--- config.mk ---
export PLATFORM = sky130hd
export DESIGN_NAME = slotSequencer
export DESIGN_NICKNAME = d
export VERILOG_FILES = /design/src/logic/spritePkg.sv /design/src/logic/slotSequencer.sv
export SDC_FILE = /design/constraint.sdc
export NUM_CORES = 1
export LEC_CHECK = 0
export BUFFER_PORTS_ARGS = -buffer_cell sky130_fd_sc_hd__buf_4
export CORE_MARGIN = 10
export CORE_UTILIZATION = 30
export DETAILED_ROUTE_END_ITERATION = 10
export PLACE_DENSITY = 0.8
export SLEW_MARGIN = 20
export SYNTH_ARGS = -nofsm -noshare
export SYNTH_HDL_FRONTEND = slang
export SYNTH_SLANG_ARGS = --single-unit
--- constraint.sdc ---
create_clock -name CLK_24M -period 2.08 [get_ports CLK_24M]
set_clock_uncertainty 0.05 [all_clocks]
set_input_delay 0.208 -clock CLK_24M [delete_from_list [all_inputs] [get_ports CLK_24M]]
set_output_delay 0.208 -clock CLK_24M [all_outputs]
set_load 0.05 [all_outputs]
--- src/logic/spritePkg.sv ---
`default_nettype none

package spritePkg;

	// Fast RAM geometry
	localparam int ADDR_W = 11;
	localparam int DATA_W = 16;
	localparam int SLOT_W = 5;	// 32 slots per group

	typedef logic [SLOT_W-1:0] slot_t;

	// Slot schedule, one group is 32 cycles of CLK_24M
	localparam slot_t SLOT_CPU_LAST = 5'd2;	// CPU owns 0..2
	localparam slot_t SLOT_PARSE_FIRST = 5'd3;	// Parse owns 3..18
	localparam slot_t SLOT_AL_READ = 5'd19;	// Render owns 19..31
	localparam slot_t SLOT_SCB2 = 5'd23;
	localparam slot_t SLOT_SCB3 = 5'd26;
	localparam slot_t SLOT_SCB4 = 5'd29;
	localparam int PARSE_WIN = 3;	// Slots per parse window
	localparam int PARSE_COUNT = 5;	// Windows per group

	// Sprite scan limits
	localparam int SPRITE_COUNT = 384;
	localparam int ACTIVE_MAX = 96;

	// Address map
	localparam logic [ADDR_W-1:0] SCB2_BASE = 11'h000;	// Shrink
	localparam logic [ADDR_W-1:0] SCB3_BASE = 11'h200;	// Y, sticky, size
	localparam logic [ADDR_W-1:0] SCB4_BASE = 11'h400;	// X
	localparam logic [ADDR_W-1:0] AL_BASE = 11'h600;	// 3'b110, then bank and entry

	// Bit 15 set in an active list word ends the list
	localparam logic [DATA_W-1:0] END_MARK = 16'h8000;

	// One client access for the slot it owns
	typedef struct packed {
		logic [ADDR_W-1:0] addr;
		logic [DATA_W-1:0] wrData;
		logic write;
	} vramReq_t;

	// Gathered sprite record for the renderer
	typedef struct packed {
		logic [8:0] index;
		logic [11:0] shrink;
		logic [8:0] xPos;
		logic [4:0] tileIdx;
		logic [3:0] tileLine;
		logic sticky;
		logic [5:0] size;
	} sprAttr_t;

endpackage

`default_nettype wire

--- src/logic/slotSequencer.sv ---
`default_nettype none

// Group slot counter and fast RAM access mux
module slotSequencer import spritePkg::*;
(
	input wire logic CLK_24M,
	input wire logic TEST,
	input wire logic lineBlank,
	input wire vramReq_t cpuReq,
	input wire vramReq_t parseReq,
	input wire logic [ADDR_W-1:0] renderAddr,
	output slot_t slot,
	output logic [ADDR_W-1:0] ramAddr,
	output logic [DATA_W-1:0] ramWrData,
	output logic ramWrite
);

	logic cpuOwns;	// Slots 0..2
	logic parseOwns;	// Slots 3..18

	// Free-running, restarted by lineBlank each line
	always_ff @(posedge CLK_24M or posedge TEST)
	begin
		if (TEST)
			slot <= '0;
		else if (lineBlank)
			slot <= '0;	// Held at 0 while lineBlank is high
		else
			slot <= slot + 5'd1;	// Wraps 31 -> 0
	end

	assign cpuOwns = (slot <= SLOT_CPU_LAST);
	assign parseOwns = (slot >= SLOT_PARSE_FIRST) && (slot < SLOT_AL_READ);

	// Owner of the slot drives the RAM
	always_comb
	begin
		if (cpuOwns)
		begin
			ramAddr = cpuReq.addr;
			ramWrData = cpuReq.wrData;
			ramWrite = cpuReq.write;
		end
		else if (parseOwns)
		begin
			ramAddr = parseReq.addr;
			ramWrData = parseReq.wrData;
			ramWrite = parseReq.write;
		end
		else
		begin
			// Render slots, reads only
			ramAddr = renderAddr;
			ramWrData = '0;
			ramWrite = 1'b0;
		end
	end

endmodule

`default_nettype wire

==> metrics <==
Max Buffers Root-to-Sink=2; Seq/Total Area, Yosys=17.01%; GRT Overall Usage=19.36%; Inserted Clock Buffers=3; worst-path fanout max=7; commonest non-fill, non-tap cell in the layout=buf_4; Starting DRT DRC Count=183; remaining routing DRC violations=0; Worst slew margin=76.46%; Top Registers=slot: 5 flops; WP data arrival=2.18 ns; layout cells sized above 1=69.66%; Setup TNS Final=-8.310 ns; Fin. Hold Viols=0; nets@finish=307; max reg flops=5; final antenna-violating net count=0; Min-Delay Path Class=input pin to flip-flop; CTS clk-pin slew, worst paths=0.05 ns; endpoints failing setup=28; peak supply drop=548.3 uV; number of placed instances, taps included=248; RSZ-0062 raised after global routing=yes; #FFs+latches synth=5; Mapped Nets=190; io pins=103; Pre-antenna DRT Iters=6; most frequent cells in the layout=buf_4, nand2_1, buf_6, nand3_1, nand2_2; Period Utilization, post-route=117.1%; via count=1436; row cnt=17; H-tree Lvls=1; Multi-input gate area=772.0 um^2; Most flops, register=slot; total clock sinks=5; die area=4833 um^2; failing checks=setup timing; Worst Setup Start Kind=flip-flop; vias in the first global route=1464; gpl congestion=0.8297; mapped cell area=735.7 um^2; total grt overflow=0; max cap viols=0; area grow syn2layout=183.0%; final worst setup slack=-0.3551 ns; pin count of the biggest net entering global routing=26; cell taking the most area after synthesis=nand2_1; top cells by area, synth=nand2_1, dfrtp_1, mux2i_1; Sequential Area=130.1 um^2; Syn Inst Count=118; synthesized area per cell=6.235 um^2; initial core utilization=32.33%; WS Path Type=flip-flop to output pin; crit end category=output pin; status=finished, violations left; Post-Route Utilization=91.48%; Worst EP required=1.82 ns; Fillers=92; Power Dens Cells=662.3 nW/um^2; final instance area=2082 um^2; # diodes=0; clk root buf=clkbuf_4; Die Ht=69.52 um; first-pass GRT wire length=7576 um; Core Box Area=2276 um^2; DRT Wirelength=5839 um; Warnings, synthesis=0; IO Port Bufs=102; count of different cell masters after synthesis=19; placed cell area=1705 um^2; Final Slew Violations=0; fin cells=262; fin crit period=2.435 ns; post-synth top area share=22.96%; Slew @ Worst Pin=0.3505 ns; initial antenna violation count=0; die width=69.52 um; Design Power=0.001379 W; vias per cell=5.481; fmax=0.4107 GHz; drt wl/cell=22.29 um; Clk Latency, worst-skew pair=0.25 ns; HPWL Detailed=3467 um; Leakage=1.060 nW; TritonCTS clock tree=built
-- Yosys cell counts, drive strengths merged --
cell type and count:
nand3 19, nor4 1, nor2 6, xnor2 1, nor2b 1, dfrtp 5
clkbuf 2, inv 2, xor2 2, a211oi 1, mux2i 12, o21ai 11
or4 1, nand2 45, ha 2, buf 7
-- final timing paths --
path | endpoint | depth (start not counted) | slack [ns] | startpoint
worst max-delay path | ramAddr[7] | 7 | -0.36 | slot[0]
worst max register to register | slot[4] | 5 | 0.75 | slot[0]
min in group asynchronous | slot[4] | 3 | 0.35 | TEST
max in group asynchronous | slot[0] | 3 | 1.45 | TEST
worst min-delay path | slot[0] | 2 | 0.09 | lineBlank
worst min register to register | slot[1] | 2 | 0.58 | slot[1]
-- what timing repair did --
| action | CTS | global route |
|---|---|---|
| gates resized for setup | 50 | 9 |
| setup buffers | 7 | 0 |
| pin swaps | 11 | 2 |
| hold endpoints to repair | 5 | 0 |
| gates cloned | 2 | 0 |
| hold buffers | 1 | 0 |
| endpoints found under the setup margin | 28 | 28 |
-- kinds of logic after synthesis --
group,synth area share [%]
muxes,16.33
xor gates and xnor gates,3.572
AOI/OAI and AO/OA,9.183
buffers and inverters,8.845
DFF,17.01
and+or+nand+nor,41.67
adders and majority gates,3.401
-- report_power, final --
part / switching, W / internal [W] / leakage (nW)
Sequential: 0.00000807 / 0.000103 / 0.0614
Clock: 0.0000502 / 0.0000732 / 0.0150
Combinational: 0.000663 / 0.000481 / 0.984
-- final cells by class --
type / instances / area share (%)
Clock buffer: 4 / 1.262
Sequential cell: 5 / 6.250
Inverter: 2 / 0.3606
Tap cell: 28 / 1.683
Multi-Input combinational cell: 102 / 37.08
Timing Repair Buffer: 121 / 53.37
-- layer usage --
metal	wire length (um)	part of all wire, %	up-vias	global-route usage, %
met5	0	0	-	0
met4	249	4.3	0	12.42
met3	574	9.8	19	8.987
met2	3146	54	107	35.58
met1	1869	32	680	16.15
li1	-	-	630	-
-- worst max-delay path, stage by stage (launching register included) --
cell	delay (ns)
dfrtp_2	0.40
buf_6	0.13
a211oi_4	0.28
mux2i_4	0.40
buf_12	0.20
mux2i_4	0.27
o21ai_4	0.08
buf_6	0.15
-- stage by stage --
stage / hold slack [ns] / setup slack, ns
finish: 0.09198 / -0.3551
global route: 0.09574 / -0.3881
CTS: 0.09244 / -0.2820
detailed placement: 0.07142 / -0.2131
global placement: 0.06696 / -0.09282
floorplan: -0.06375 / 0.02202
(Power assumes the default switching activity.)
