`config.mk`:
```
export PLATFORM = sky130hd
export DESIGN_NAME = renderFetch
export DESIGN_NICKNAME = d
export VERILOG_FILES = /design/src/logic/spritePkg.sv /design/src/logic/renderFetch.sv
export SDC_FILE = /design/constraint.sdc
export NUM_CORES = 1
export LEC_CHECK = 0
export ABC_AREA = 1
export BUFFER_PORTS_ARGS = -buffer_cell sky130_fd_sc_hd__clkbuf_2
export CAP_MARGIN = 10
export CORE_AREA = 2 2 89 74
export DETAILED_ROUTE_END_ITERATION = 16
export DIE_AREA = 0 0 91 76
export GPL_TIMING_DRIVEN = 0
export PLACE_DENSITY = 0.69
export REMOVE_ABC_BUFFERS = 1
export SYNTH_ARGS = -nofsm -noshare
export SYNTH_HDL_FRONTEND = slang
export SYNTH_SLANG_ARGS = --single-unit
```
`constraint.sdc`:
```
create_clock -name CLK_24M -period 1.4 [get_ports CLK_24M]
set_input_delay 0.21 -clock CLK_24M [delete_from_list [all_inputs] [get_ports CLK_24M]]
set_output_delay 0.21 -clock CLK_24M [all_outputs]
set_load 0.05 [all_outputs]
```
`src/logic/spritePkg.sv`:
```
`default_nettype none

package spritePkg;

	// Fast RAM geometry
	localparam int ADDR_W = 11;
	localparam int DATA_W = 16;
	localparam int SLOT_W = 5;	// 32 slots per group

	typedef logic [SLOT_W-1:0] slot_t;

	// Slot schedule, one group is 32 cycles of CLK_24M
	localparam slot_t SLOT_CPU_LAST = 5'd2;	// CPU owns 0..2
	localparam slot_t SLOT_PARSE_FIRST = 5'd3;	// Parse owns 3..18
	localparam slot_t SLOT_AL_READ = 5'd19;	// Render owns 19..31
	localparam slot_t SLOT_SCB2 = 5'd23;
	localparam slot_t SLOT_SCB3 = 5'd26;
	localparam slot_t SLOT_SCB4 = 5'd29;
	localparam int PARSE_WIN = 3;	// Slots per parse window
	localparam int PARSE_COUNT = 5;	// Windows per group

	// Sprite scan limits
	localparam int SPRITE_COUNT = 384;
	localparam int ACTIVE_MAX = 96;

	// Address map
	localparam logic [ADDR_W-1:0] SCB2_BASE = 11'h000;	// Shrink
	localparam logic [ADDR_W-1:0] SCB3_BASE = 11'h200;	// Y, sticky, size
	localparam logic [ADDR_W-1:0] SCB4_BASE = 11'h400;	// X
	localparam logic [ADDR_W-1:0] AL_BASE = 11'h600;	// 3'b110, then bank and entry

	// Bit 15 set in an active list word ends the list
	localparam logic [DATA_W-1:0] END_MARK = 16'h8000;

	// One client access for the slot it owns
	typedef struct packed {
		logic [ADDR_W-1:0] addr;
		logic [DATA_W-1:0] wrData;
		logic write;
	} vramReq_t;

	// Gathered sprite record for the renderer
	typedef struct packed {
		logic [8:0] index;
		logic [11:0] shrink;
		logic [8:0] xPos;
		logic [4:0] tileIdx;
		logic [3:0] tileLine;
		logic sticky;
		logic [5:0] size;
	} sprAttr_t;

endpackage

`default_nettype wire

```
`src/logic/renderFetch.sv`:
```
`default_nettype none

// Reads back the previous line's list and gathers attributes
module renderFetch import spritePkg::*;
(
	input wire logic CLK_24M,
	input wire logic TEST,
	input wire logic lineBlank,
	input wire slot_t slot,
	input wire logic [8:0] vCount,
	input wire logic bankFlip,
	input wire logic [DATA_W-1:0] rdData,
	output logic [ADDR_W-1:0] renderAddr,
	output sprAttr_t sprAttr,
	output logic sprValid
);

	logic [6:0] readCount;	// Active list read position
	logic busy;	// Until END_MARK is seen
	logic primed;	// A list has been built at least once
	logic haveEntry;	// Current group carries a sprite
	logic [8:0] renderLine;

	assign renderLine = rdData[15:7] + vCount;	// yPos + vCount, mod 512

	// Address follows the slot, opposite bank for the list
	always_comb
	begin
		if (slot >= SLOT_SCB4)
			renderAddr = SCB4_BASE | ADDR_W'(sprAttr.index);
		else if (slot >= SLOT_SCB3)
			renderAddr = SCB3_BASE | ADDR_W'(sprAttr.index);
		else if (slot >= SLOT_SCB2)
			renderAddr = SCB2_BASE | ADDR_W'(sprAttr.index);
		else
			renderAddr = AL_BASE | ADDR_W'({~bankFlip, readCount});
	end

	always_ff @(posedge CLK_24M or posedge TEST)
	begin
		if (TEST)
		begin
			busy <= 1'b0;
			primed <= 1'b0;
			haveEntry <= 1'b0;
			sprValid <= 1'b0;
			readCount <= '0;
		end
		else if (lineBlank)
		begin
			busy <= primed;	// No list behind the first line
			primed <= 1'b1;
			haveEntry <= 1'b0;
			sprValid <= 1'b0;
			readCount <= '0;
		end
		else
		begin
			sprValid <= 1'b0;
			if (busy && (slot == SLOT_AL_READ + 5'd1))
			begin
				if (|(rdData & END_MARK))
					busy <= 1'b0;	// Rest of line is empty
				else
					haveEntry <= 1'b1;
			end
			if (haveEntry && (slot == SLOT_SCB4 + 5'd1))
				sprValid <= 1'b1;	// High during slot 31
			if (sprValid)
			begin
				haveEntry <= 1'b0;
				readCount <= readCount + 7'd1;
			end
		end
	end

	// Each word sampled in the slot after its read
	always_ff @(posedge CLK_24M)
	begin
		case (slot)
			SLOT_AL_READ + 5'd1: sprAttr.index <= rdData[8:0];
			SLOT_SCB2 + 5'd1: sprAttr.shrink <= rdData[11:0];
			SLOT_SCB3 + 5'd1:
			begin
				sprAttr.sticky <= rdData[6];
				sprAttr.size <= rdData[5:0];
				sprAttr.tileIdx <= renderLine[8:4];	// Tile row
				sprAttr.tileLine <= renderLine[3:0];	// Line in tile
			end
			SLOT_SCB4 + 5'd1: sprAttr.xPos <= rdData[15:7];
			default: ;
		endcase
	end

endmodule

`default_nettype wire

```
==> flow_summary.ini <==
[route]
drtIter0Drc = 63
dr.pass1.iters = 4
vias = 1871
drt_wl_total_mm = 5.53
remaining_drc_errors = 0
antenna_left = 0
wl_per_cell_um = 13.3
vias_per_cell = 4.51

[placement]
placedCellCount = 391
gp_congestion = 0.850
hpwl_mm = 4.05
port-buffer-count = 91

[clock_tree]
clk_pin_slew_worst_paths_ns = 0.07
clock_latency_ns = 0.33
cts_buffer_depth = 2
cts_root_buffer = clkbuf_8
cts.sinks = 57
cts_made_buffers = 9
cts_max_level = 3
cts_tree = done

[logic_synthesis]
synth-compound-area-share_pct = 7.00
ys_ff_latch = 57
dominantRegCellSynth = edfxtp_1
synth_top_area_share_pct = 55.2
synth_top_family_by_area = simple AND/OR/NAND/NOR gates
synth-xor-area-share_pct = 1.40
synth_edf_count = 46
yosys_warnings = 0
synth.distinct_cells = 25
yosysSeqAreaShare_pct = 66.2
synth_simple_gate_area_share_pct = 14.5
synthAdderAreaFrac_pct = 5.30
muxShareOfSynthArea_pct = 0
postSynth.asyncResetShare_pct = 19.3
syn-cell-area_um2 = 2500
yosys.area.top_type = edfxtp_1
synthTopCellsByArea = edfxtp_1, dfrtp_1, nand2_1
syn_area_per_cell_um2 = 11.7
postSynthCellCount = 214

[power]
powerDensity_nw_per_um2 = 1080
power_mw = 3.73
irDropWorstVdd_v = 0.000713
power_leakage_nw = 1.61

[global_route]
grt_pass1_wl_mm = 8.79
gr-total-overflow = 0
track_usage_pct = 16.7
grt_max_degree = 15
antenna_found_initial = 0
grt_pass1_vias = 1764

[timing]
fin_crit_sh_pct = 96.8
tightest_slew_ns = 0.452
final-setup-viol-count = 0
skew_ns = 0.00325
maxSlewViolCount = 0
grt_setup_unrepaired = no
min_period_ns = 1.36
max_freq_ghz = 0.738
final_hold_viol_count = 0
fin_tns_setup_ns = 0
relSlewSlack_pct = 69.8

[critical_path]
arrival_ns = 1.15
cp-end-kind = output pin
cp-start-kind = input pin
cp.required_ns = 1.19
crit_fanout = 4
crit_type = input pin to output pin

[floorplan]
core-area_um2 = 6120
row_count = 26
initial_core_util_pct = 40.9
die_width_um = 91
die_area_um2 = 6920
io-pin-count = 92
dieHeight_um = 76

[flow_run]
max_cap_violations = 0

[cells_and_area]
post-route-util_pct = 56.6
n_antenna_cell = 0
fillers = 559
syn_to_final_growth_pct = 38.5
final_cells = 415
mostFrequentLayoutCells = clkbuf_2, nand2_1, edfxtp_1
layout.nets = 370
layout-drive-gt1-share_pct = 40.8
mostFrequentLayoutCell = clkbuf_2

[hold_path]
hold_class = input pin to register

[outcome]
outcome = finished, final reports clean
[flip-flops by register name, summed over array words and instances, names as in the netlist]
signal / cells
haveEntry: 1
readCount: 7
sprAttr: 46
sprValid: 1
primed: 1
busy: 1
[worst max-delay path, stage by stage]
cell and delay [ns]:
buf_4 0.11, nand2_4 0.05, o21ai_4 0.28, buf_12 0.16, buf_4 0.12, o21ai_2 0.06, buf_6 0.16
[what timing repair did]
action,CTS,global route
pin swaps,1,1
hold buffers,1,0
resized for setup,17,28
endpoints found under the hold margin,11,0
buffers inserted,5,1
endpoints found under the setup margin,11,13
gates cloned,0,1
[area by class of cell]
cell class / instances / area [um2] / share of cell area [%]
inverters: 32 / 120 / 3.47
clock buffers: 10 / 128 / 3.68
flip-flops and latches: 57 / 1660 / 47.8
clock inverters: 6 / 36.3 / 1.05
repair buffers: 102 / 684 / 19.8
multi-input cells: 124 / 733 / 21.2
well taps: 84 / 105 / 3.03
[per-stage QoR]
step | hold WS, ns | setup slack [ns] | cell area (um2)
6_report | 0.0669 | 0.0445 | 3460
5_1_grt | 0.0504 | 0.00377 | 3460
4_1_cts | 0.0510 | 0.00201 | 3380
3_5_place_dp | 0.224 | -0.435 | 3080
3_3_place_gp | 0.210 | -2.11 | 3040
2_1_floorplan | 0.0624 | -0.942 | 2480
[synthesized netlist by cell type (2+ instances only)]
cell and number:
dfrtp_1 11, nand4_1 4, xor2_1 3, nand3_1 9, a21oi_1 8, nand3b_1 2, nand2_1 52, nor3_1 2
edfxtp_1 46, inv_1 31, nor2_1 12, o21ai_0 5, o21ai_2 9, ha_1 9
[cell families after synthesis]
| logic type | Yosys count |
|---|---|
| AO/OA/AOI/OAI | 25 |
| XOR/XNOR | 4 |
| adder cells (fa/ha/maj) | 10 |
| buffers and inverters | 33 |
| flip-flops | 57 |
| AND/OR/NAND/NOR | 85 |
[metal layers]
layer	share of wire, %	GRT usage, %	up-vias
met5	0	0	-
met4	1.5	6.36	0
met3	5.6	5.54	9
met2	47	25.9	62
met1	46	21.8	851
li1	-	-	949
[worst paths after layout]
kind | depth (start not counted) | startpoint | slack [ns] | end
worst max-delay path | 7 | slot[4] | 0.04 | renderAddr[10]
worst min-delay path | 1 | rdData[14] | 0.07 | sprAttr[23]
worst max register to register | 6 | readCount[0] | 0.27 | readCount[6]
worst min register to register | 2 | primed | 0.47 | primed
max in group asynchronous | 3 | TEST | 0.69 | busy
min in group asynchronous | 3 | TEST | 0.40 | haveEntry
[power by group]
group          total, mW  leakage [nW]  switching (mW)  internal, mW
clock               1.28        0.0858           0.651         0.630
combinational      0.563         0.962           0.366         0.197
sequential          1.88         0.560         0.00859          1.88
total               3.73          1.61            1.02          2.70
Power figures use the tool's default switching activity.
