[src/logic/spritePkg.sv]
`default_nettype none

package spritePkg;

	// Fast RAM geometry
	localparam int ADDR_W = 11;
	localparam int DATA_W = 16;
	localparam int SLOT_W = 5;	// 32 slots per group

	typedef logic [SLOT_W-1:0] slot_t;

	// Slot schedule, one group is 32 cycles of CLK_24M
	localparam slot_t SLOT_CPU_LAST = 5'd2;	// CPU owns 0..2
	localparam slot_t SLOT_PARSE_FIRST = 5'd3;	// Parse owns 3..18
	localparam slot_t SLOT_AL_READ = 5'd19;	// Render owns 19..31
	localparam slot_t SLOT_SCB2 = 5'd23;
	localparam slot_t SLOT_SCB3 = 5'd26;
	localparam slot_t SLOT_SCB4 = 5'd29;
	localparam int PARSE_WIN = 3;	// Slots per parse window
	localparam int PARSE_COUNT = 5;	// Windows per group

	// Sprite scan limits
	localparam int SPRITE_COUNT = 384;
	localparam int ACTIVE_MAX = 96;

	// Address map
	localparam logic [ADDR_W-1:0] SCB2_BASE = 11'h000;	// Shrink
	localparam logic [ADDR_W-1:0] SCB3_BASE = 11'h200;	// Y, sticky, size
	localparam logic [ADDR_W-1:0] SCB4_BASE = 11'h400;	// X
	localparam logic [ADDR_W-1:0] AL_BASE = 11'h600;	// 3'b110, then bank and entry

	// Bit 15 set in an active list word ends the list
	localparam logic [DATA_W-1:0] END_MARK = 16'h8000;

	// One client access for the slot it owns
	typedef struct packed {
		logic [ADDR_W-1:0] addr;
		logic [DATA_W-1:0] wrData;
		logic write;
	} vramReq_t;

	// Gathered sprite record for the renderer
	typedef struct packed {
		logic [8:0] index;
		logic [11:0] shrink;
		logic [8:0] xPos;
		logic [4:0] tileIdx;
		logic [3:0] tileLine;
		logic sticky;
		logic [5:0] size;
	} sprAttr_t;

endpackage

`default_nettype wire

[src/logic/spriteParser.sv]
`default_nettype none

// Vertical scan of SCB3, builds the next line's active list
module spriteParser import spritePkg::*;
(
	input wire logic CLK_24M,
	input wire logic TEST,
	input wire logic lineBlank,
	input wire slot_t slot,
	input wire logic [8:0] vCount,
	input wire logic bankFlip,
	input wire logic [DATA_W-1:0] rdData,
	output vramReq_t parseReq
);

	logic [8:0] parseIdx;	// Next sprite to read
	logic [6:0] fillCount;	// Next active list entry
	logic [8:0] matchIdx;	// Last read sprite
	logic matched;	// matchIdx waits for its write
	logic sample;	// SCB3 word arrives this slot
	logic busy;	// Cleared once END_MARK is out
	slot_t rel;
	logic inParse;
	logic windowStart;
	logic scanDone;
	logic [8:0] offset;
	logic hit;

	// Window position inside the parse slots
	assign rel = slot - SLOT_PARSE_FIRST;
	assign inParse = (slot >= SLOT_PARSE_FIRST) && (rel < PARSE_WIN * PARSE_COUNT);
	assign windowStart = inParse && ((rel % PARSE_WIN) == 0);	// 3, 6, 9, 12, 15

	assign scanDone = (parseIdx == 9'(SPRITE_COUNT)) || (fillCount == 7'(ACTIVE_MAX));

	// Match against the next line
	assign offset = rdData[15:7] + vCount + 9'd1;	// yPos + vCount + 1, mod 512
	assign hit = (rdData[5:0] != 6'd0) && ({1'b0, offset[8:4]} < rdData[5:0]);

	always_comb
	begin
		// Write a pending match or the end marker, else read SCB3
		parseReq.write = windowStart && busy && (matched || scanDone);
		if (matched || scanDone)
			parseReq.addr = AL_BASE | ADDR_W'({bankFlip, fillCount});
		else
			parseReq.addr = SCB3_BASE | ADDR_W'(parseIdx);
		parseReq.wrData = matched ? DATA_W'(matchIdx) : END_MARK;
	end

	always_ff @(posedge CLK_24M or posedge TEST)
	begin
		if (TEST)
		begin
			busy <= 1'b0;	// Idle until first lineBlank
			matched <= 1'b0;
			sample <= 1'b0;
			parseIdx <= '0;
			fillCount <= '0;
		end
		else if (lineBlank)
		begin
			busy <= 1'b1;	// New scan for this line
			matched <= 1'b0;
			sample <= 1'b0;
			parseIdx <= '0;
			fillCount <= '0;
		end
		else
		begin
			sample <= 1'b0;
			if (sample)
			begin
				matched <= hit;
				parseIdx <= parseIdx + 9'd1;
			end
			if (windowStart && busy)
			begin
				if (matched)
				begin
					matched <= 1'b0;	// Entry written
					fillCount <= fillCount + 7'd1;
				end
				else if (scanDone)
					busy <= 1'b0;	// END_MARK written, idle till next line
				else
					sample <= 1'b1;	// Read issued
			end
		end
	end

	always_ff @(posedge CLK_24M)
	begin
		if (sample)
			matchIdx <= parseIdx;
	end

endmodule

`default_nettype wire

[config.mk]
export PLATFORM = sky130hd
export DESIGN_NAME = spriteParser
export DESIGN_NICKNAME = d
export VERILOG_FILES = /design/src/logic/spritePkg.sv /design/src/logic/spriteParser.sv
export SDC_FILE = /design/constraint.sdc
export NUM_CORES = 1
export LEC_CHECK = 0
export ABC_AREA = 1
export BUFFER_PORTS_ARGS = -buffer_cell sky130_fd_sc_hd__clkbuf_2
export CELL_PAD_IN_SITES_DETAIL_PLACEMENT = 0
export CELL_PAD_IN_SITES_GLOBAL_PLACEMENT = 1
export CORE_ASPECT_RATIO = 1.5
export CORE_MARGIN = 2
export CORE_UTILIZATION = 41
export CTS_CLUSTER_DIAMETER = 200
export CTS_CLUSTER_SIZE = 14
export DETAILED_ROUTE_END_ITERATION = 10
export GPL_TIMING_DRIVEN = 0
export PLACE_DENSITY_LB_ADDON = 0.1
export SKIP_CTS_REPAIR_TIMING = 1
export SYNTH_ARGS = -nofsm -noshare
export SYNTH_HDL_FRONTEND = slang
export SYNTH_SLANG_ARGS = --single-unit
[constraint.sdc]
create_clock -name CLK_24M -period 8.1 [get_ports CLK_24M]
set_input_delay 1.62 -clock CLK_24M [delete_from_list [all_inputs] [get_ports CLK_24M]]
set_output_delay 1.62 -clock CLK_24M [all_outputs]
set_load 0.02 [all_outputs]
==> results.md, run 1 <==
- Min Clock Period, post-route: 6170 ps
- Die area: 6520 sq um
- Initial antenna violation count: 0
- Data required time of the worst path: 6480 ps
- Dpl cells: 456
- R2R setup slack: around 6300 ps
- Clock transition at the registers of the reported paths: 100 ps
- Sequential area share after synthesis: 30.9%
- DR iter-0 viols: 37
- Cts bufs inserted: 3
- Pre-Repair DR Iteration Count: 4
- Maxcap violations: 0
- Critical path endpoint category: primary output
- Worst R2R End: sample
- Vias in the first global route: 2242
- Worst hold path type: flip-flop to flip-flop
- Wirelength per Cell: between 10 and 15 microns
- Core area: 5740 sq um
- HP Start: parseIdx[8]
- CP Launch Type: input port
- CP Max Fanout: 6
- Post-Synthesis Cell Area: 2410 sq um
- Initial Utilization: 42.0%
- Area delta synth->final: 18.3%
- Antenna Cells: 0
- Final hold vios: 0
- Yosys warnings: 0
- Leak pwr: 0.00157 uW
- Clk sinks: 28
- Hold worst-path end: matchIdx[8]
- Worst Path Arrival: 4550 ps
- Routed wire length: roughly 5200 microns
- Largest net degree at the start of global routing: 20
- Power per cell area: 141 nW/um^2
- Max Freq: around 160 MHz
- Status: finished, final reports clean
- CTS tree: done
- Fillers: about 640
- Relative slew slack: between 40% and 50%
- Grt ovf: 0
- # port buffers: 52
- # IOs: 62
- Final Non-Filler Cells: 460
- Setup_tns: 0 ps
- Synthesized instance count: 327
- Avg Cell Area, Syn: 7.37 sq um
- Reg area: 746 sq um
- Gpl congestion: 0.745
- Worst r2r src: fillCount[0]
- Share of cells above drive strength 1: 24.0%
- Global-route wire length before repair: 9160 microns
- Clock root buffer: clkbuf_8
- Post-DP HPWL: around 4300 microns
- Synth unique cells: 34
- Die H: between 90 and 100 microns
- Crit Path Category: input port to primary output
- H-tree depth: 1
- # setup viols final: 0
- DRC violations left: 0
- Tot Pwr: 402 uW
- Clock Latency Late Sink: roughly 280 ps
- # rows: 34
- GR Util All Layers: 17.6%
- RSZ-0062 raised after global routing: false
- Max-slew violation count: 0
- Final #Nets: 443
- Max VDD drop: 68.3 uV
- Max Clock Skew: 2.29 ps
- Hold path cells: 0
- Worst-margin pin slew: ~800 ps
- Period utilization: 76.2%
- Width of the die: 66.6 microns
- Clock Tree Buf Depth: 2
- Yosys reg bits: 28
- Multi-input logic area: 1410 sq um
- Post-route ant nets: 0
- Via density: 4.78
- FF-to-FF path depth: 7
- Vias: 2200
[worst max-delay path: stages]
cell and delay [ps]:
clkbuf_2 150, ha_1 260, xnor2_2 300, inv_2 100, nand3_2 120, nand2_2 100, ha_1 210, inv_1 110
nand3_4 120, nor2_8 140, nand3_2 80, and2_4 170, ha_1 170, inv_1 110, o211ai_1 100, nand2_1 80
nor2_1 40, nor2_2 140, nand3_4 120, nor2_1 130, clkbuf_2 190
[logic make-up (layout without fill, tap and decap cells)]
group	Yosys count	after routing	share of synthesized area, %
compound gates	41	41	9.40
xor+xnor	11	11	4.31
fa+ha+maj	20	20	10.4
buf+inv	66	122	11.4
flops	28	28	30.9
other cells	2	7	0.312
simple gates	159	159	33.3
[layout by cell type, fill, tap and decap left out]
master / instances
edfxtp_1: 9
nand3b_1: 1
nand2_1: 71
xnor2_2: 1
nor3_1: 6
clkbuf_1: 4
inv_2: 4
xor2_1: 5
and2_4: 1
nor2_8: 1
nand2_4: 6
a21oi_1: 11
nand3_4: 2
nand4_1: 5
nand3_2: 5
o211ai_1: 1
buf_4: 7
o21ai_0: 20
a21o_1: 3
dfrtp_1: 19
inv_1: 51
o41ai_1: 1
nand2_2: 8
o311ai_1: 1
nand3_1: 20
xnor2_1: 5
clkbuf_8: 3
nor3b_1: 1
o21ai_1: 3
ha_1: 20
nor2_2: 2
conb_1: 7
bufinv_16: 1
nor4_1: 1
o2111ai_1: 1
clkbuf_2: 52
nor2_1: 29
[registers in the layout, indices dropped and copies added (netlist names)]
signal	flops
sample	1
busy	1
parseIdx	9
matchIdx	9
matched	1
fillCount	7
[how the worst max path moves through the flow]
stage | start | cells after the start | slack, ps | endpoint
3_5_place_dp | slot[0] | 21 | 1910 | parseReq[0]
3_3_place_gp | slot[0] | 21 | 1910 | parseReq[0]
2_1_floorplan | slot[0] | 19 | 2330 | parseReq[0]
6_report | slot[0] | 21 | 1930 | parseReq[0]
4_1_cts | slot[0] | 21 | 1890 | parseReq[0]
5_1_grt | slot[0] | 24 | 1610 | parseReq[0]
[Yosys cell counts (all sizes together)]
master   count  share of area [%]
clkbuf       4               0.62
a21oi       11                2.3
a21o         3               0.93
and2         1               0.36
inv         55                8.6
nor3         6                1.2
o21ai       23                4.8
o2111ai      1               0.36
ha          20                 10
nand3       27                7.7
nand2       85                 16
nand3b       1               0.31
nand4        5                1.3
xor2         5                1.8
o211ai       1               0.31
o41ai        1               0.36
xnor2        6                2.5
o311ai       1               0.36
conb         2               0.31
nor3b        1               0.31
nor4         1               0.26
dfrtp       19                 20
edfxtp       9                 11
nor2        32                5.9
buf          7                2.2
[power breakdown]
part           internal [uW]  switching, uW  total (uW)
logic                   52.6           81.7         134
registers                150           5.36         156
clock network           66.3           46.4         113
total                    269            133         402
[per-stage QoR]
step	hold WS (ps)	cell area (sq um)	util, %	setup WS, ps
after floorplan	425	2430	-	2330
after global placement	431	2780	48.4	1910
after detailed placement	432	2780	48.4	1910
after CTS	457	2850	49.6	1890
after global routing	492	2850	49.6	1610
final	455	2850	49.6	1930
[per-layer routing]
metal | routed length (microns) | GRT usage [%] | part of all wire (%) | vias up
li1 | - | - | - | 1154
met2 | 2900 | 35.2 | 55 | 50
met3 | 247 | 2.42 | 4.7 | 6
met4 | 91 | 5.34 | 1.7 | 0
met1 | 2000 | 17.9 | 38 | 990
met5 | 0 | 0 | 0 | -
[layout make-up]
cell class | count | share of cell area, %
multi-input combinational | 238 | 49.4
sequential | 28 | 26.2
timing repair buffer | 52 | 9.13
inverter | 55 | 7.24
tap | 72 | 3.16
buffer | 11 | 2.37
clock buffer | 3 | 1.45
clock inverter | 1 | 1.05
No activity file was read; power rests on OpenSTA's default activity.
==> inputs of run 2 (changes only) <==
Settings changed: CORE_UTILIZATION 41 to 34.
Clock period 8.1 ns to 5.34 ns, I/O delays scaled along.
==> run 2 against run 1 <==
Die area grew 20%. Clock-buffer cell count is the same. Final cell count grew 1.3%. Global-route usage shrank 2.9 points. Critical path depth decreased by 1. Combinational power rose by 53%. Worst hold slack better by 7.2 ps. Wire length is 0.25% higher. Worst setup slack got worse by 1500 ps. Critical endpoint unchanged. Largest cell class unchanged.
==> results.md, run 2 (synthesized netlist as in run 1, its figures left out) <==
- Dpl cells: 462 (was 456)
- Width of the die: 72.7 microns (was 66.6 microns)
- Worst Path Arrival: 3890 ps (was 4550 ps)
- Initial antenna violation count: 0 (unchanged)
- Antenna Cells: 0 (unchanged)
- Final Non-Filler Cells: 466 (was 460)
- Min Clock Period, post-route: 4960 ps
- Multi-input logic area: 1420 sq um (was 1410 sq um)
- Post-route ant nets: 0 (unchanged)
- Worst-margin pin slew: 793 ps (was 794 ps)
- Largest net degree at the start of global routing: 20 (unchanged)
- Clock transition at the registers of the reported paths: 100 ps (about the same)
- RSZ-0062 raised after global routing: false (unchanged)
- Routed wire length: 5260 microns (was 5240 microns)
- Maxcap violations: 0 (unchanged)
- Commonest non-fill, non-tap cell in the layout: nand2_1 (unchanged)
- Wirelength per Cell: 11.3 microns (was 11.4 microns)
- Die area: 7790 sq um (was 6520 sq um)
- Area delta synth->final: 19.2% (was 18.3%)
- Clock Latency Late Sink: 270 ps (was 280 ps)
- Vias in the first global route: 2117 (was 2242)
- Most frequent cells in the layout: 71 x nand2_1, 51 x inv_1, 51 x clkbuf_2, 29 x nor2_1 (was 71 x nand2_1, 52 x clkbuf_2, 51 x inv_1, 29 x nor2_1)
- Data required time of the worst path: 4270 ps (was 6480 ps)
- Power per cell area: 212 nW/um^2 (was 141 nW/um^2)
- Max VDD drop: 86.9 uV (was 68.3 uV)
- Gpl congestion: 0.763 (was 0.745)
- Die H: 107 microns (was 97.9 microns)
- Final #Nets: 443 (unchanged)
- Crit Path Category: input port to primary output (unchanged)
- Setup_tns: 0 ps (unchanged)
- Placed Instance Area: 2790 sq um (was 2780 sq um)
- DRC violations left: 0 (unchanged)
- Leak pwr: 0.00157 uW (about the same)
- Design Area, Final: 2870 sq um (was 2850 sq um)
- Fillers: 738 (was 635)
- CP Max Fanout: 6 (unchanged)
- Relative slew slack: 47.1% (was 47.0%)
- Period utilization: 92.9%
- Worst hold path type: flip-flop to flip-flop (unchanged)
- Global-route wire length before repair: 9270 microns (was 9160 microns)
- Max-slew violation count: 0 (unchanged)
- Cts bufs inserted: 3 (unchanged)
- GR Util All Layers: 14.7% (was 17.6%)
- DR iter-0 viols: 95 (was 37)
- CP Launch Type: input port (unchanged)
- Slowest cell on the critical path: xnor2_2 (unchanged)
- CTS tree: done (unchanged)
- Biggest regs: matchIdx: 9 flops, parseIdx: 9 flops, fillCount: 7 flops (unchanged)
- Clock Tree Buf Depth: 2 (unchanged)
- Post-DP HPWL: 4360 microns (was 4280 microns)
- Vias: 2177 (was 2200)
- Reg area: 746 sq um (unchanged)
- Initial Utilization: 35.2% (was 42.0%)
- Status: finished, final reports clean (unchanged)
- Biggest cell delay along the critical path: 280 ps (was 300 ps)
- # setup viols final: 0 (unchanged)
- Pre-Repair DR Iteration Count: 4 (unchanged)
- Cells along the critical path: clkbuf_2, ha_4, xnor2_2, inv_2, nand3_2, nand2_2, ha_1, inv_1, nand3_4, nor2_8, nand3_2, and2_4, ha_1, inv_1, nand3_1, nand3b_1, nand2_2, nand3_4, nor2_1, buf_4 (was clkbuf_2, ha_1, xnor2_2, inv_2, nand3_2, nand2_2, ha_1, inv_1, nand3_4, nor2_8, nand3_2, and2_4, ha_1, inv_1, o211ai_1, nand2_1, nor2_1, nor2_2, nand3_4, nor2_1, clkbuf_2)
- Grt ovf: 0 (unchanged)
- Max Freq: 202 MHz
- Post-layout util: 41.9% (was 49.6%)
- # IOs: 62 (unchanged)
- Critical path endpoint category: primary output (unchanged)
- Via density: 4.67 (was 4.78)
- H-tree depth: 1 (unchanged)
- # port buffers: 52 (unchanged)
- Max Clock Skew: 2.83 ps (was 2.29 ps)
- Final hold vios: 0 (unchanged)
- Clk sinks: 28 (unchanged)
- Core area: 6850 sq um (was 5740 sq um)
- Share of cells above drive strength 1: 24.2% (was 24.0%)
- # rows: 37 (was 34)
- Clock root buffer: clkbuf_8 (unchanged)
run 2: cell type report:
| class | instances | area share [%] |
|---|---|---|
| multi-input cells | 238 | 49.5 |
| clock inverters | 1 | 1.05 |
| plain buffers | 11 | 2.35 |
| flip-flops and latches | 28 | 26.0 |
| inverters | 55 | 7.19 |
| well taps | 78 | 3.40 |
| repair buffers | 52 | 9.15 |
| clock buffers | 3 | 1.44 |
run 2: critical path: cells and delay by family:
| family | cells | cell delay, ps |
|---|---|---|
| simple gates | 11 | 1340 |
| xor+xnor | 1 | 280 |
| buf+inv | 5 | 630 |
| fa+ha+maj | 3 | 570 |
run 2: worst paths after layout:
kind,start,end,depth (start not counted),slack [ps]
max,slot[0],parseReq[0],20,380
min,parseIdx[8],matchIdx[8],0,460
max reg2reg,fillCount[0],sample,7,3520
min reg2reg,parseIdx[8],matchIdx[8],0,460
max in group asynchronous,TEST,fillCount[3],2,3940
min in group asynchronous,TEST,parseIdx[7],2,910
run 2: metrics by stage:
stage / hold WS (ps) / setup slack [ps] / power, uW
CTS: 471 / 248 / 618
floorplan: 425 / 675 / 400
global placement: 431 / 234 / 446
finish: 462 / 379 / 609
global route: 493 / 17.0 / 655
detailed placement: 446 / 253 / 448
run 2: per-layer routing:
layer / routed length (microns) / GRT usage [%] / vias up
met5: 0 / 0 / -
met4: 32 / 2.78 / 0
met3: 190 / 1.88 / 2
met2: 2750 / 27.9 / 41
met1: 2290 / 17.3 / 975
li1: - / - / 1159
run 2: power breakdown:
group	switching, uW	total [uW]	internal [uW]
clock	67.1	168	100
sequential	7.90	236	228
combinational	125	205	80.0
total	200	609	408
