[src/logic/spritePkg.sv]
`default_nettype none

package spritePkg;

	// Fast RAM geometry
	localparam int ADDR_W = 11;
	localparam int DATA_W = 16;
	localparam int SLOT_W = 5;	// 32 slots per group

	typedef logic [SLOT_W-1:0] slot_t;

	// Slot schedule, one group is 32 cycles of CLK_24M
	localparam slot_t SLOT_CPU_LAST = 5'd2;	// CPU owns 0..2
	localparam slot_t SLOT_PARSE_FIRST = 5'd3;	// Parse owns 3..18
	localparam slot_t SLOT_AL_READ = 5'd19;	// Render owns 19..31
	localparam slot_t SLOT_SCB2 = 5'd23;
	localparam slot_t SLOT_SCB3 = 5'd26;
	localparam slot_t SLOT_SCB4 = 5'd29;
	localparam int PARSE_WIN = 3;	// Slots per parse window
	localparam int PARSE_COUNT = 5;	// Windows per group

	// Sprite scan limits
	localparam int SPRITE_COUNT = 384;
	localparam int ACTIVE_MAX = 96;

	// Address map
	localparam logic [ADDR_W-1:0] SCB2_BASE = 11'h000;	// Shrink
	localparam logic [ADDR_W-1:0] SCB3_BASE = 11'h200;	// Y, sticky, size
	localparam logic [ADDR_W-1:0] SCB4_BASE = 11'h400;	// X
	localparam logic [ADDR_W-1:0] AL_BASE = 11'h600;	// 3'b110, then bank and entry

	// Bit 15 set in an active list word ends the list
	localparam logic [DATA_W-1:0] END_MARK = 16'h8000;

	// One client access for the slot it owns
	typedef struct packed {
		logic [ADDR_W-1:0] addr;
		logic [DATA_W-1:0] wrData;
		logic write;
	} vramReq_t;

	// Gathered sprite record for the renderer
	typedef struct packed {
		logic [8:0] index;
		logic [11:0] shrink;
		logic [8:0] xPos;
		logic [4:0] tileIdx;
		logic [3:0] tileLine;
		logic sticky;
		logic [5:0] size;
	} sprAttr_t;

endpackage

`default_nettype wire

[src/logic/cpuPort.sv]
`default_nettype none

// Host access to the fast VRAM through the CPU slot
module cpuPort import spritePkg::*;
(
	input wire logic CLK_24M,
	input wire logic TEST,
	input wire slot_t slot,
	input wire logic [ADDR_W-1:0] cpuAddr,
	input wire logic reload,
	input wire logic [10:0] vramMod,
	input wire logic cpuWrite,
	input wire logic [DATA_W-1:0] cpuWrData,
	input wire logic [DATA_W-1:0] rdData,
	output vramReq_t cpuReq,
	output logic [DATA_W-1:0] cpuRdData,
	output logic writeAck
);

	logic [ADDR_W-1:0] addrReg;	// Current host address
	logic [DATA_W-1:0] wrDataReg;	// Held write word
	logic pending;	// Write waiting for slot 0

	// Access goes out in slot 0 only
	always_comb
	begin
		cpuReq.addr = addrReg;
		cpuReq.wrData = wrDataReg;
		cpuReq.write = pending && (slot == 5'd0);
	end

	always_ff @(posedge CLK_24M or posedge TEST)
	begin
		if (TEST)
		begin
			addrReg <= '0;
			pending <= 1'b0;
			writeAck <= 1'b0;
		end
		else
		begin
			writeAck <= cpuReq.write;	// High during slot 1 after a write
			if (reload)
				addrReg <= cpuAddr;	// Reload beats the increment
			else if (cpuReq.write)
				addrReg <= addrReg + vramMod;	// Wraps at 2048
			if (cpuReq.write)
				pending <= 1'b0;
			else if (cpuWrite)
				pending <= 1'b1;	// A second strobe while pending is dropped
		end
	end

	always_ff @(posedge CLK_24M)
	begin
		if (cpuWrite && !pending)
			wrDataReg <= cpuWrData;
		if ((slot == 5'd1) && !writeAck)
			cpuRdData <= rdData;	// Slot 0 was a read
	end

endmodule

`default_nettype wire

[config.mk]
export PLATFORM = sky130hd
export DESIGN_NAME = cpuPort
export DESIGN_NICKNAME = d
export VERILOG_FILES = /design/src/logic/spritePkg.sv /design/src/logic/cpuPort.sv
export SDC_FILE = /design/constraint.sdc
export NUM_CORES = 1
export LEC_CHECK = 0
export ABC_CLOCK_PERIOD_IN_PS = 6330
export BUFFER_PORTS_ARGS = -buffer_cell sky130_fd_sc_hd__buf_2
export CAP_MARGIN = 10
export CORE_MARGIN = 4
export CORE_UTILIZATION = 50
export CTS_BUF_LIST = sky130_fd_sc_hd__clkbuf_4 sky130_fd_sc_hd__clkbuf_8
export CTS_CLUSTER_DIAMETER = 50
export CTS_CLUSTER_SIZE = 30
export DETAILED_ROUTE_END_ITERATION = 8
export GPL_ROUTABILITY_DRIVEN = 0
export PLACE_DENSITY = 0.95
export SLEW_MARGIN = 20
export SYNTH_ARGS = -nofsm -noshare
export SYNTH_HDL_FRONTEND = slang
export SYNTH_SLANG_ARGS = --single-unit
[constraint.sdc]
create_clock -name CLK_24M -period 6.33 [get_ports CLK_24M]
set_input_delay 1.266 -clock CLK_24M [delete_from_list [all_inputs] [get_ports CLK_24M]]
set_output_delay 1.266 -clock CLK_24M [all_outputs]
set_load 0.005 [all_outputs]
==> results of run 1 <==
==> through the flow <==
stage                     hold WS (ps)  area [µm²]
after floorplan                  473.0        2048
after global placement           514.1        2636
after detailed placement         525.7        2636
after CTS                        546.9        2748
after global routing             583.1        2754
final                            538.6        2754
==> registers in the layout, indices dropped and copies added, names as in the netlist <==
name,cells
cpuRdData,16
writeAck,1
wrDataReg,16
addrReg,11
pending,1
==> worst paths after layout <==
| kind | from | endpoint | slack (ps) |
|---|---|---|---|
| hold reg to reg | pending | pending | 540 |
| hold / removal | pending | pending | 540 |
| min in group asynchronous | TEST | addrReg[1] | 1010 |
| setup / recovery | slot[1] | cpuReq[0] | 2270 |
| setup reg to reg | addrReg[0] | addrReg[10] | 3700 |
| max in group asynchronous | TEST | addrReg[0] | 4950 |
==> area by class of cell <==
type / count / share of cell area (%)
clock buffer: 6 / 2.771
clock inverter: 2 / 1.272
inverter: 7 / 0.9541
multi-input combinational: 102 / 26.31
sequential: 45 / 46.71
tap: 50 / 2.272
timing repair buffer: 108 / 19.72
==> cells in the mapped netlist, drive strengths merged <==
library cell	n
or2	1
nor4b	1
clkbuf	3
xnor2	2
and2	3
or3b	3
nor3b	4
o31ai	1
nand2	7
o21ai	13
a31oi	1
buf	1
dfrtp	13
a21o	4
o311a	1
o21a	3
a2111oi	2
ha	10
edfxtp	32
nand3	3
a21oi	9
nor4	1
mux2i	2
nor2b	5
o31a	1
nor2	10
inv	7
nor3	3
mux2	2
nand2b	2
a211oi	3
or4	1
fa	1
or3	2
nand3b	1
==> where the power goes <==
group | internal, µW | switching, µW
Clock | 121 | 88.4
Sequential | 326 | 6.87
Combinational | 50.7 | 49.3
==> placed cells by master, fill, tap and decap left out, drive strengths merged, types with 4 or more instances in the layout <==
cell type / n
buf: 108
a21o: 4
nor3b: 4
edfxtp: 32
inv: 7
nor2: 10
ha: 10
o21ai: 13
clkbuf: 6
a21oi: 9
nor2b: 5
dfrtp: 13
nand2: 7
==> cell families (layout without fill, tap and decap cells) <==
kind of cell / count (synthesis) / count (layout)
buffers and inverters: 11 / 123
adders and majority gates: 11 / 11
muxes: 4 / 4
DFF: 45 / 45
AOI/OAI and AO/OA: 38 / 38
xor gates and xnor gates: 2 / 2
and+or+nand+nor: 47 / 47
==> per-layer routing <==
layer	GRT usage (%)	part of all wire (%)
met5	0	0
met4	7.098	1.7
met3	4.571	10
met2	33.47	48
met1	24.56	40
==> critical path: cells and delay by family <==
family | cells | cell delay, ps
buf+inv | 3 | 460
simple gates | 2 | 1070
==> flow_metrics.tcl, run 1 <==
set metrics [dict create \
    outcome "complete, no violations" \
    drive_gt1_share_pct 45.56 \
    critPathMaxFanout 20 \
    nFillCells 295 \
    hold_viol 0 \
    power.total_uw 642.8 \
    port_buffers 107 \
    synthXorXnorAreaFrac_pct 0.8552 \
    synthMuxAreaShare_pct 2.077 \
    fin_ws_ps 2271 \
    drc 0 \
    drv_slew 0 \
    yosys.area.top_type "edfxtp_1" \
    ios 108 \
    fin_cells 320 \
    grt.overflow.total 0 \
    synth_top_family_by_area "simple AND/OR/NAND/NOR gates" \
    clock_skew_ps 7.840 \
    p_leak_uw 0.001266 \
    path_class "in2out" \
    ctsRootBufferMaster "clkbuf_8" \
    num_antenna_cells 0 \
    drt-wirelength-per-cell_um 15.62 \
    arrival_ps 2790 \
    cts_made_buffers 5 \
    maxCapViolCount 0 \
    areaGrowthSynthToFinish_pct 34.45 \
    drt_iter0_markers 90 \
    avgSynthCellArea_um2 12.96 \
    multiInputGateArea_um2 724.4 \
    clkTransAtPathRegs_ps 80 \
    core-area_um2 3971 \
    htree_num_levels 2 \
    worstSetupStartpointType "input pin" \
    ir_drop_uv 148.8 \
    vias 1639 \
    drtAntennaViolNets 0 \
    rsz0062_at_grt "no" \
    row_count 23 \
    ff2ff_path_depth 9 \
    post-route-period-util_pct 64.13 \
    synthAdderAreaFrac_pct 7.086 \
    syn-cell-area_um2 2048 \
    dpl.hpwl_um 4139 \
    final_nets 343 \
    grt_usage_pct 19.66 \
    synth.area.top_cells "edfxtp_1, dfrtp_1, ha_1, o21ai_0, a21oi_1" \
    synth_top_cell_area_share_pct 46.92 \
    ctsLongestPathBuffers 2 \
    postCtsSetupRepairBufs 0 \
    grt_pass1_vias 1613 \
    cp.required_ps 5060 \
    die_w_um 72.01 \
    min_path_cells 2 \
    synth-seq-cells 45 \
    postCtsHoldBufs 0 \
    cts_resized 0 \
    tightestPinTransition_ps 728.5 \
    hold_class "reg2reg" \
    yosysUniqueCellTypes 39 \
    slowest_stage "or4_4" \
    cp_slowest_stage_delay_ps 550 \
    seq_area_frac_synth_pct 62.80 \
    clock-sinks 45 \
    synth_compound_area_share_pct 11.48 \
    syn_inst 158 \
    grt_pass1_wl_um 7817 \
    endpoint_kind "output pin" \
    finalSetupViolations 0 \
    start_util_pct 51.58 \
    slew_headroom_pct 51.38 \
    place_ws_ps 2294 \
    path_cells "buf_2, or4_4, or3b_4, inv_1, buf_2" \
    tns_ps 0 \
    synth_simple_gate_area_share_pct 13.32 \
    antenna_found_initial 0 \
    routed_wl_um 4997 \
    fin_util_pct 69.34 \
    maxClockFrequency_mhz 246.4 \
    vias_per_cell 5.122 \
    synth_warnings 0 \
    cts_tree "built" \
    drtPass1Iterations 4 \
    period_needed_ps 4059 \
    die-area_um2 5185 \
    postSynthNetCount 232 \
    regArea_um2 1286 \
    dp_cells 312 \
    crit_path_frequent_cell "buf_2" \
    fp.dieH_um 72.01 \
    power_density_nw_per_um2 233.4 \
    insertion_delay_ps 280 \
    grt_max_degree 25 \
]
No activity file was read; power rests on OpenSTA's default activity.
==> inputs of run 2 (changes only) <==
--- a/config.mk
+++ b/config.mk
@@ -5,17 +5,18 @@
 export SDC_FILE = /design/constraint.sdc
 export NUM_CORES = 1
 export LEC_CHECK = 0
-export ABC_CLOCK_PERIOD_IN_PS = 6330
+export ABC_AREA = 1
+export ABC_CLOCK_PERIOD_IN_PS = 3700
 export BUFFER_PORTS_ARGS = -buffer_cell sky130_fd_sc_hd__buf_2
 export CAP_MARGIN = 10
 export CORE_MARGIN = 4
-export CORE_UTILIZATION = 50
+export CORE_UTILIZATION = 43
 export CTS_BUF_LIST = sky130_fd_sc_hd__clkbuf_4 sky130_fd_sc_hd__clkbuf_8
 export CTS_CLUSTER_DIAMETER = 50
 export CTS_CLUSTER_SIZE = 30
 export DETAILED_ROUTE_END_ITERATION = 8
 export GPL_ROUTABILITY_DRIVEN = 0
-export PLACE_DENSITY = 0.95
+export PLACE_DENSITY = 0.91
 export SLEW_MARGIN = 20
 export SYNTH_ARGS = -nofsm -noshare
 export SYNTH_HDL_FRONTEND = slang
==> constraint.sdc (replaced) <==
create_clock -name CLK_24M -period 3.7 [get_ports CLK_24M]
set_input_delay 0.74 -clock CLK_24M [delete_from_list [all_inputs] [get_ports CLK_24M]]
set_output_delay 0.74 -clock CLK_24M [all_outputs]
set_load 0.005 [all_outputs]
==> run 2 against run 1 <==
Against the previous run: non-clock buffer count shrank 1; critical endpoint unchanged; worst hold slack lost 51 ps; sequential share of layout area shrank 2.8 points; highest routed layer unchanged; critical path type unchanged; synthesized area grew 6.8%; utilization shrank 8.5 points; setup slack lost 690 ps; combinational power grew 120%; synthesized cell count grew 37%.
==> flow_metrics.tcl, run 2 <==
set metrics [dict create \
    seq_area_frac_synth_pct 58.78 \
    r2r-start "addrReg[0]" \
    cp_num_buf_inv 3 \
    critPathTopFamily "buffers and inverters" \
    maxCapViolCount 0 \
    ff2ff_setup_slack_ps 1880 \
    critPathMaxFanout 4 \
    grt_max_degree 17 \
    ys_async_sr_fraction_pct 28.89 \
    cp.required_ps 2960 \
    synth-seq-cells 45 \
    endpoint_kind "output pin" \
    period_needed_ps 2121 \
    cts_resized 0 \
    maxClockFrequency_mhz 471.4 \
    vias 1834 \
    hold_viol 0 \
    synth_edf_count 32 \
    ios 108 \
    grt_pass1_wl_um 8059 \
    areaGrowthSynthToFinish_pct 33.96 \
    crit_path_frequent_cell "buf_2" \
    tns_ps 0 \
    ctsLongestPathBuffers 2 \
    yosys.area.top_type "edfxtp_1" \
    path_class "in2out" \
    cts_made_buffers 5 \
    row_count 25 \
    drt_iter0_markers 100 \
    dp_cells 389 \
    nFillCells 435 \
    synth_warnings 0 \
    drtAntennaViolNets 0 \
    ys_top_cells_by_count "nand2_1, edfxtp_1, inv_1, nand3_1, dfrtp_1" \
    die-area_um2 6295 \
    arrival_ps 1380 \
    ff2ff_path_depth 11 \
    fp.dieH_um 79.34 \
    final_nets 403 \
    drt-wirelength-per-cell_um 13.32 \
    r2r-end "addrReg[8]" \
    clock_skew_ps 2.464 \
    path_cells "buf_2, nor2_1, nand3_4, inv_1, buf_2" \
    vias_per_cell 4.620 \
    avgSynthCellArea_um2 10.13 \
    p_leak_uw 0.001456 \
    syn-cell-area_um2 2188 \
    core-area_um2 4817 \
    synthMostInstantiatedCell "nand2_1" \
    synthFlopType "edfxtp_1" \
    clock-sinks 45 \
    postCtsHoldBufs 0 \
    postCtsSetupRepairBufs 0 \
    rsz0062_at_grt "no" \
    slowest_stage "nor2_1" \
    fin_cells 397 \
    largestRegisters "cpuRdData x16, wrDataReg x16, addrReg x11" \
    drive_gt1_share_pct 41.21 \
    postSynthNetCount 290 \
    slew_headroom_pct 50.71 \
    power_density_nw_per_um2 399.5 \
    grt_pass1_vias 1732 \
    hold_class "in2async" \
    dpl.hpwl_um 4252 \
    yosysUniqueCellTypes 29 \
    worstSetupStartpointType "input pin" \
    tightestPinTransition_ps 738.5 \
    ir_drop_uv 190.7 \
    drv_slew 0 \
    drc 0 \
    insertion_delay_ps 290 \
    ctsRootBufferMaster "clkbuf_8" \
    start_util_pct 45.43 \
    cp_slowest_stage_delay_ps 180 \
    syn_inst 216 \
    clkTransAtPathRegs_ps 80 \
    htree_num_levels 2 \
    cts_tree "built" \
    routed_wl_um 5288 \
    die_w_um 79.34 \
    num_antenna_cells 0 \
    final_common_cell "buf_2" \
    post-route-period-util_pct 57.33 \
    port_buffers 107 \
    drtPass1Iterations 4 \
    grt_usage_pct 16.53 \
    finalSetupViolations 0 \
    antenna_found_initial 0 \
    synth.area.top_cells "edfxtp_1, dfrtp_1, nand2_1, ha_1, nand3_1" \
    synth_top_cell_area_share_pct 43.91 \
    outcome "complete, no violations" \
    grt.overflow.total 0 \
    mostFrequentLayoutCells "buf_2, nand2_1, edfxtp_1, inv_1, nand3_1" \
]
-- run 2: cell types whose count changed in the layout (fill, tap and decap cells not counted), moves of 4 or more --
| cell | previous run | this run |
|---|---|---|
| a21o_1 | 4 | 0 |
| a21oi_1 | 9 | 2 |
| clkinv_1 | 0 | 6 |
| inv_1 | 7 | 20 |
| inv_2 | 0 | 5 |
| nand2_1 | 7 | 70 |
| nand3_1 | 3 | 17 |
| nor2_2 | 0 | 4 |
| nor2b_1 | 5 | 0 |
| o21ai_0 | 13 | 1 |
-- run 2: worst max path at each step --
| stage | cells after the start | from | slack, ps | to |
|---|---|---|---|---|
| floorplan | 3 | slot[3] | 1180 | cpuRdData[0] |
| global placement | 4 | slot[3] | 1420 | cpuRdData[10] |
| detailed placement | 4 | slot[3] | 1360 | cpuRdData[8] |
| CTS | 5 | slot[1] | 1580 | cpuReq[0] |
| global route | 5 | slot[1] | 1520 | cpuReq[0] |
| finish | 5 | slot[1] | 1580 | cpuReq[0] |
-- run 2: cells by family after synthesis --
logic type	Yosys count	share of synthesized area, %
buf+inv	32	5.546
xor+xnor	4	1.601
flops	45	58.78
simple gates	114	23.67
compound gates	10	3.774
fa+ha+maj	11	6.632
-- run 2: per-stage QoR --
step | hold slack [ps] | setup slack (ps) | total power [µW] | instance area, µm² | utilization [%]
floorplan | 497.0 | 1176 | 723.5 | 2188 | -
global placement | 505.2 | 1416 | 796.5 | 2808 | 58.29
detailed placement | 516.7 | 1364 | 805.0 | 2810 | 58.34
CTS | 509.4 | 1579 | 1181 | 2925 | 60.73
global route | 541.4 | 1520 | 1232 | 2932 | 60.86
finish | 487.4 | 1579 | 1171 | 2932 | 60.86
-- run 2: cell type report --
| class | instances | area (µm²) | area share (%) |
|---|---|---|---|
| Inverter | 31 | 116.4 | 3.969 |
| Multi-Input combinational cell | 139 | 794.5 | 27.10 |
| Sequential cell | 45 | 1286 | 43.88 |
| Clock inverter | 2 | 38.79 | 1.323 |
| Tap cell | 67 | 83.83 | 2.860 |
| Timing Repair Buffer | 107 | 535.5 | 18.27 |
| Clock buffer | 6 | 76.32 | 2.604 |
-- run 2: power by group --
part,internal (µW),switching [µW],leakage (µW)
clock,210,167,0.0000588
combinational,96.5,126,0.000953
sequential,559,12.8,0.000445
-- run 2: routing by layer --
metal	wire length [µm]	track usage [%]	part of all wire, %	vias to the layer above
li1	-	-	-	932
met1	2020	19.35	38	827
met2	2831	29.88	54	67
met3	338	3.741	6.4	8
met4	97	5.155	1.8	0
met5	0	0	0	-
==> inputs of run 3 (changes only) <==
--- a/config.mk
+++ b/config.mk
@@ -6,7 +6,7 @@
 export NUM_CORES = 1
 export LEC_CHECK = 0
 export ABC_AREA = 1
-export ABC_CLOCK_PERIOD_IN_PS = 3700
+export ABC_CLOCK_PERIOD_IN_PS = 1900
 export BUFFER_PORTS_ARGS = -buffer_cell sky130_fd_sc_hd__buf_2
 export CAP_MARGIN = 10
 export CORE_MARGIN = 4
==> constraint.sdc (replaced) <==
create_clock -name CLK_24M -period 1.9 [get_ports CLK_24M]
set_input_delay 0.38 -clock CLK_24M [delete_from_list [all_inputs] [get_ports CLK_24M]]
set_output_delay 0.38 -clock CLK_24M [all_outputs]
set_load 0.005 [all_outputs]
==> run 3 against run 2 <==
Against the previous run: global-route usage rose by 0.71 points; clock power is 130% higher; sequential cell count stayed put; sequential power rose by 94%.
==> flow_metrics.tcl, run 3 (same netlist as run 2, synthesis figures left out) <==
set metrics [dict create \
    outcome "complete, no violations" \
    grt.overflow.total 0 \
    grt-busiest-layer "met2" \
    largestRegisters "cpuRdData x16, wrDataReg x16, addrReg x11" \
    die_w_um 79.34 \
    drt_iter0_markers 71 \
    cp_slowest_stage_delay_ps 400 \
    tightestPinTransition_ps 560.8 \
    final_common_cell "buf_2" \
    ir_drop_uv 322.6 \
    slowest_stage "dfrtp_1" \
    maxCapViolCount 0 \
    start_util_pct 45.43 \
    endpoint_kind "register" \
    row_count 25 \
    mostFrequentLayoutCells "buf_2, nand2_1, edfxtp_1, inv_1, nand3_1" \
    grt_pass1_vias 1822 \
    multiInputGateArea_um2 795.8 \
    post-route-period-util_pct 93.96 \
    grt_util_met2_pct 31.90 \
    drtAntennaViolNets 0 \
    grt_usage_pct 17.24 \
    nFillCells 411 \
    ctsLongestPathBuffers 2 \
    dp_cells 391 \
    antenna_found_initial 0 \
    clkTransAtPathRegs_ps 90 \
    regArea_um2 1286 \
    slew_headroom_pct 62.58 \
    whs_ps 120.0 \
    cp.required_ps 2080 \
    clock-sinks 45 \
    hold_class "in2async" \
    critPathMaxFanout 3 \
    p_leak_uw 0.001477 \
    cts_tree "built" \
    core-area_um2 4817 \
    gr-usage-met3_pct 4.875 \
    num_antenna_cells 0 \
    use_met1_pct 19.50 \
    fp.dieH_um 79.34 \
    power_density_nw_per_um2 812.6 \
    grt_pass1_wl_um 8418 \
    path_class "reg2reg" \
    drv_slew 0 \
    die-area_um2 6295 \
    drc 0 \
    finalSetupViolations 0 \
    arrival_ps 1970 \
    ff2ff_path_depth 11 \
    port_buffers 107 \
    vias_per_cell 4.739 \
    crit_path_frequent_cell "nand2_1" \
    insertion_delay_ps 290 \
    clock_skew_ps 10.89 \
    ios 108 \
    final_nets 405 \
    worstSetupStartpointType "register" \
    maxClockFrequency_mhz 560.2 \
    dpl.hpwl_um 4365 \
    period_needed_ps 1785 \
    grt_max_degree 17 \
    path_cells "ha_2, inv_1, fa_2, inv_1, nand3_1, nand3_2, nand2_1, nand2_1, nand2_1, nand3_1, nand2_1" \
    drive_gt1_share_pct 42.17 \
    postCtsSetupRepairBufs 0 \
    routed_wl_um 5492 \
    hold_viol 0 \
    cts_made_buffers 5 \
    drt-wirelength-per-cell_um 13.76 \
    htree_num_levels 2 \
    vias 1891 \
    areaGrowthSynthToFinish_pct 35.73 \
    drtPass1Iterations 4 \
    fin_cells 399 \
    ctsRootBufferMaster "clkbuf_8" \
]
==> run 3: where the power goes <==
group	switching, µW	internal, µW	total (µW)
Clock	324	529	854
Sequential	24.9	1090	1110
Combinational	254	192	446
Total	603	1810	2410
==> run 3: final timing paths <==
check	from	endpoint	slack, ps
max	addrReg[0]	addrReg[8]	110
min	TEST	writeAck	120
max reg2reg	addrReg[0]	addrReg[8]	110
min reg2reg	addrReg[2]	addrReg[2]	540
max in group asynchronous	TEST	addrReg[1]	1400
min in group CLK_24M	cpuWrData[12]	wrDataReg[12]	250
==> run 3: repair_timing <==
item,CTS,global route
setup endpoints to repair,0,3
hold buffers,0,0
gates resized for setup,0,3
==> run 3: per-layer routing <==
layer	wire length, µm	part of all wire [%]
met1	2133	39
met2	2853	52
met3	465	8.5
met4	38	0.69
met5	0	0
==> run 3: metrics by stage <==
stage          setup slack, ps  TNS [ps]  utilization (%)  area (µm²)  power, µW
6_report                 114.8         0            61.66        2970       2414
5_1_grt                 -10.29    -10.29            61.66        2970       2537
4_1_cts                  70.10         0            61.45        2960       2427
3_5_place_dp             50.94         0            58.60        2823       1571
3_3_place_gp             88.35         0            58.60        2823       1554
2_1_floorplan            216.1         0                -        2193       1409
==> run 3: cell type report <==
cell class,instances,share of cell area [%]
clock inverter,3,2.317
clock buffer,5,2.317
inverter,31,3.917
tap,67,2.822
sequential,45,43.30
multi-input combinational,139,26.79
timing repair buffer,109,18.53
==> run 3: critical path, delay by kind of cell (launching register included) <==
kind / cells / cell delay [ps]
buffers and inverters: 2 / 200
DFF: 1 / 400
and+or+nand+nor: 7 / 490
adders and majority gates: 2 / 580
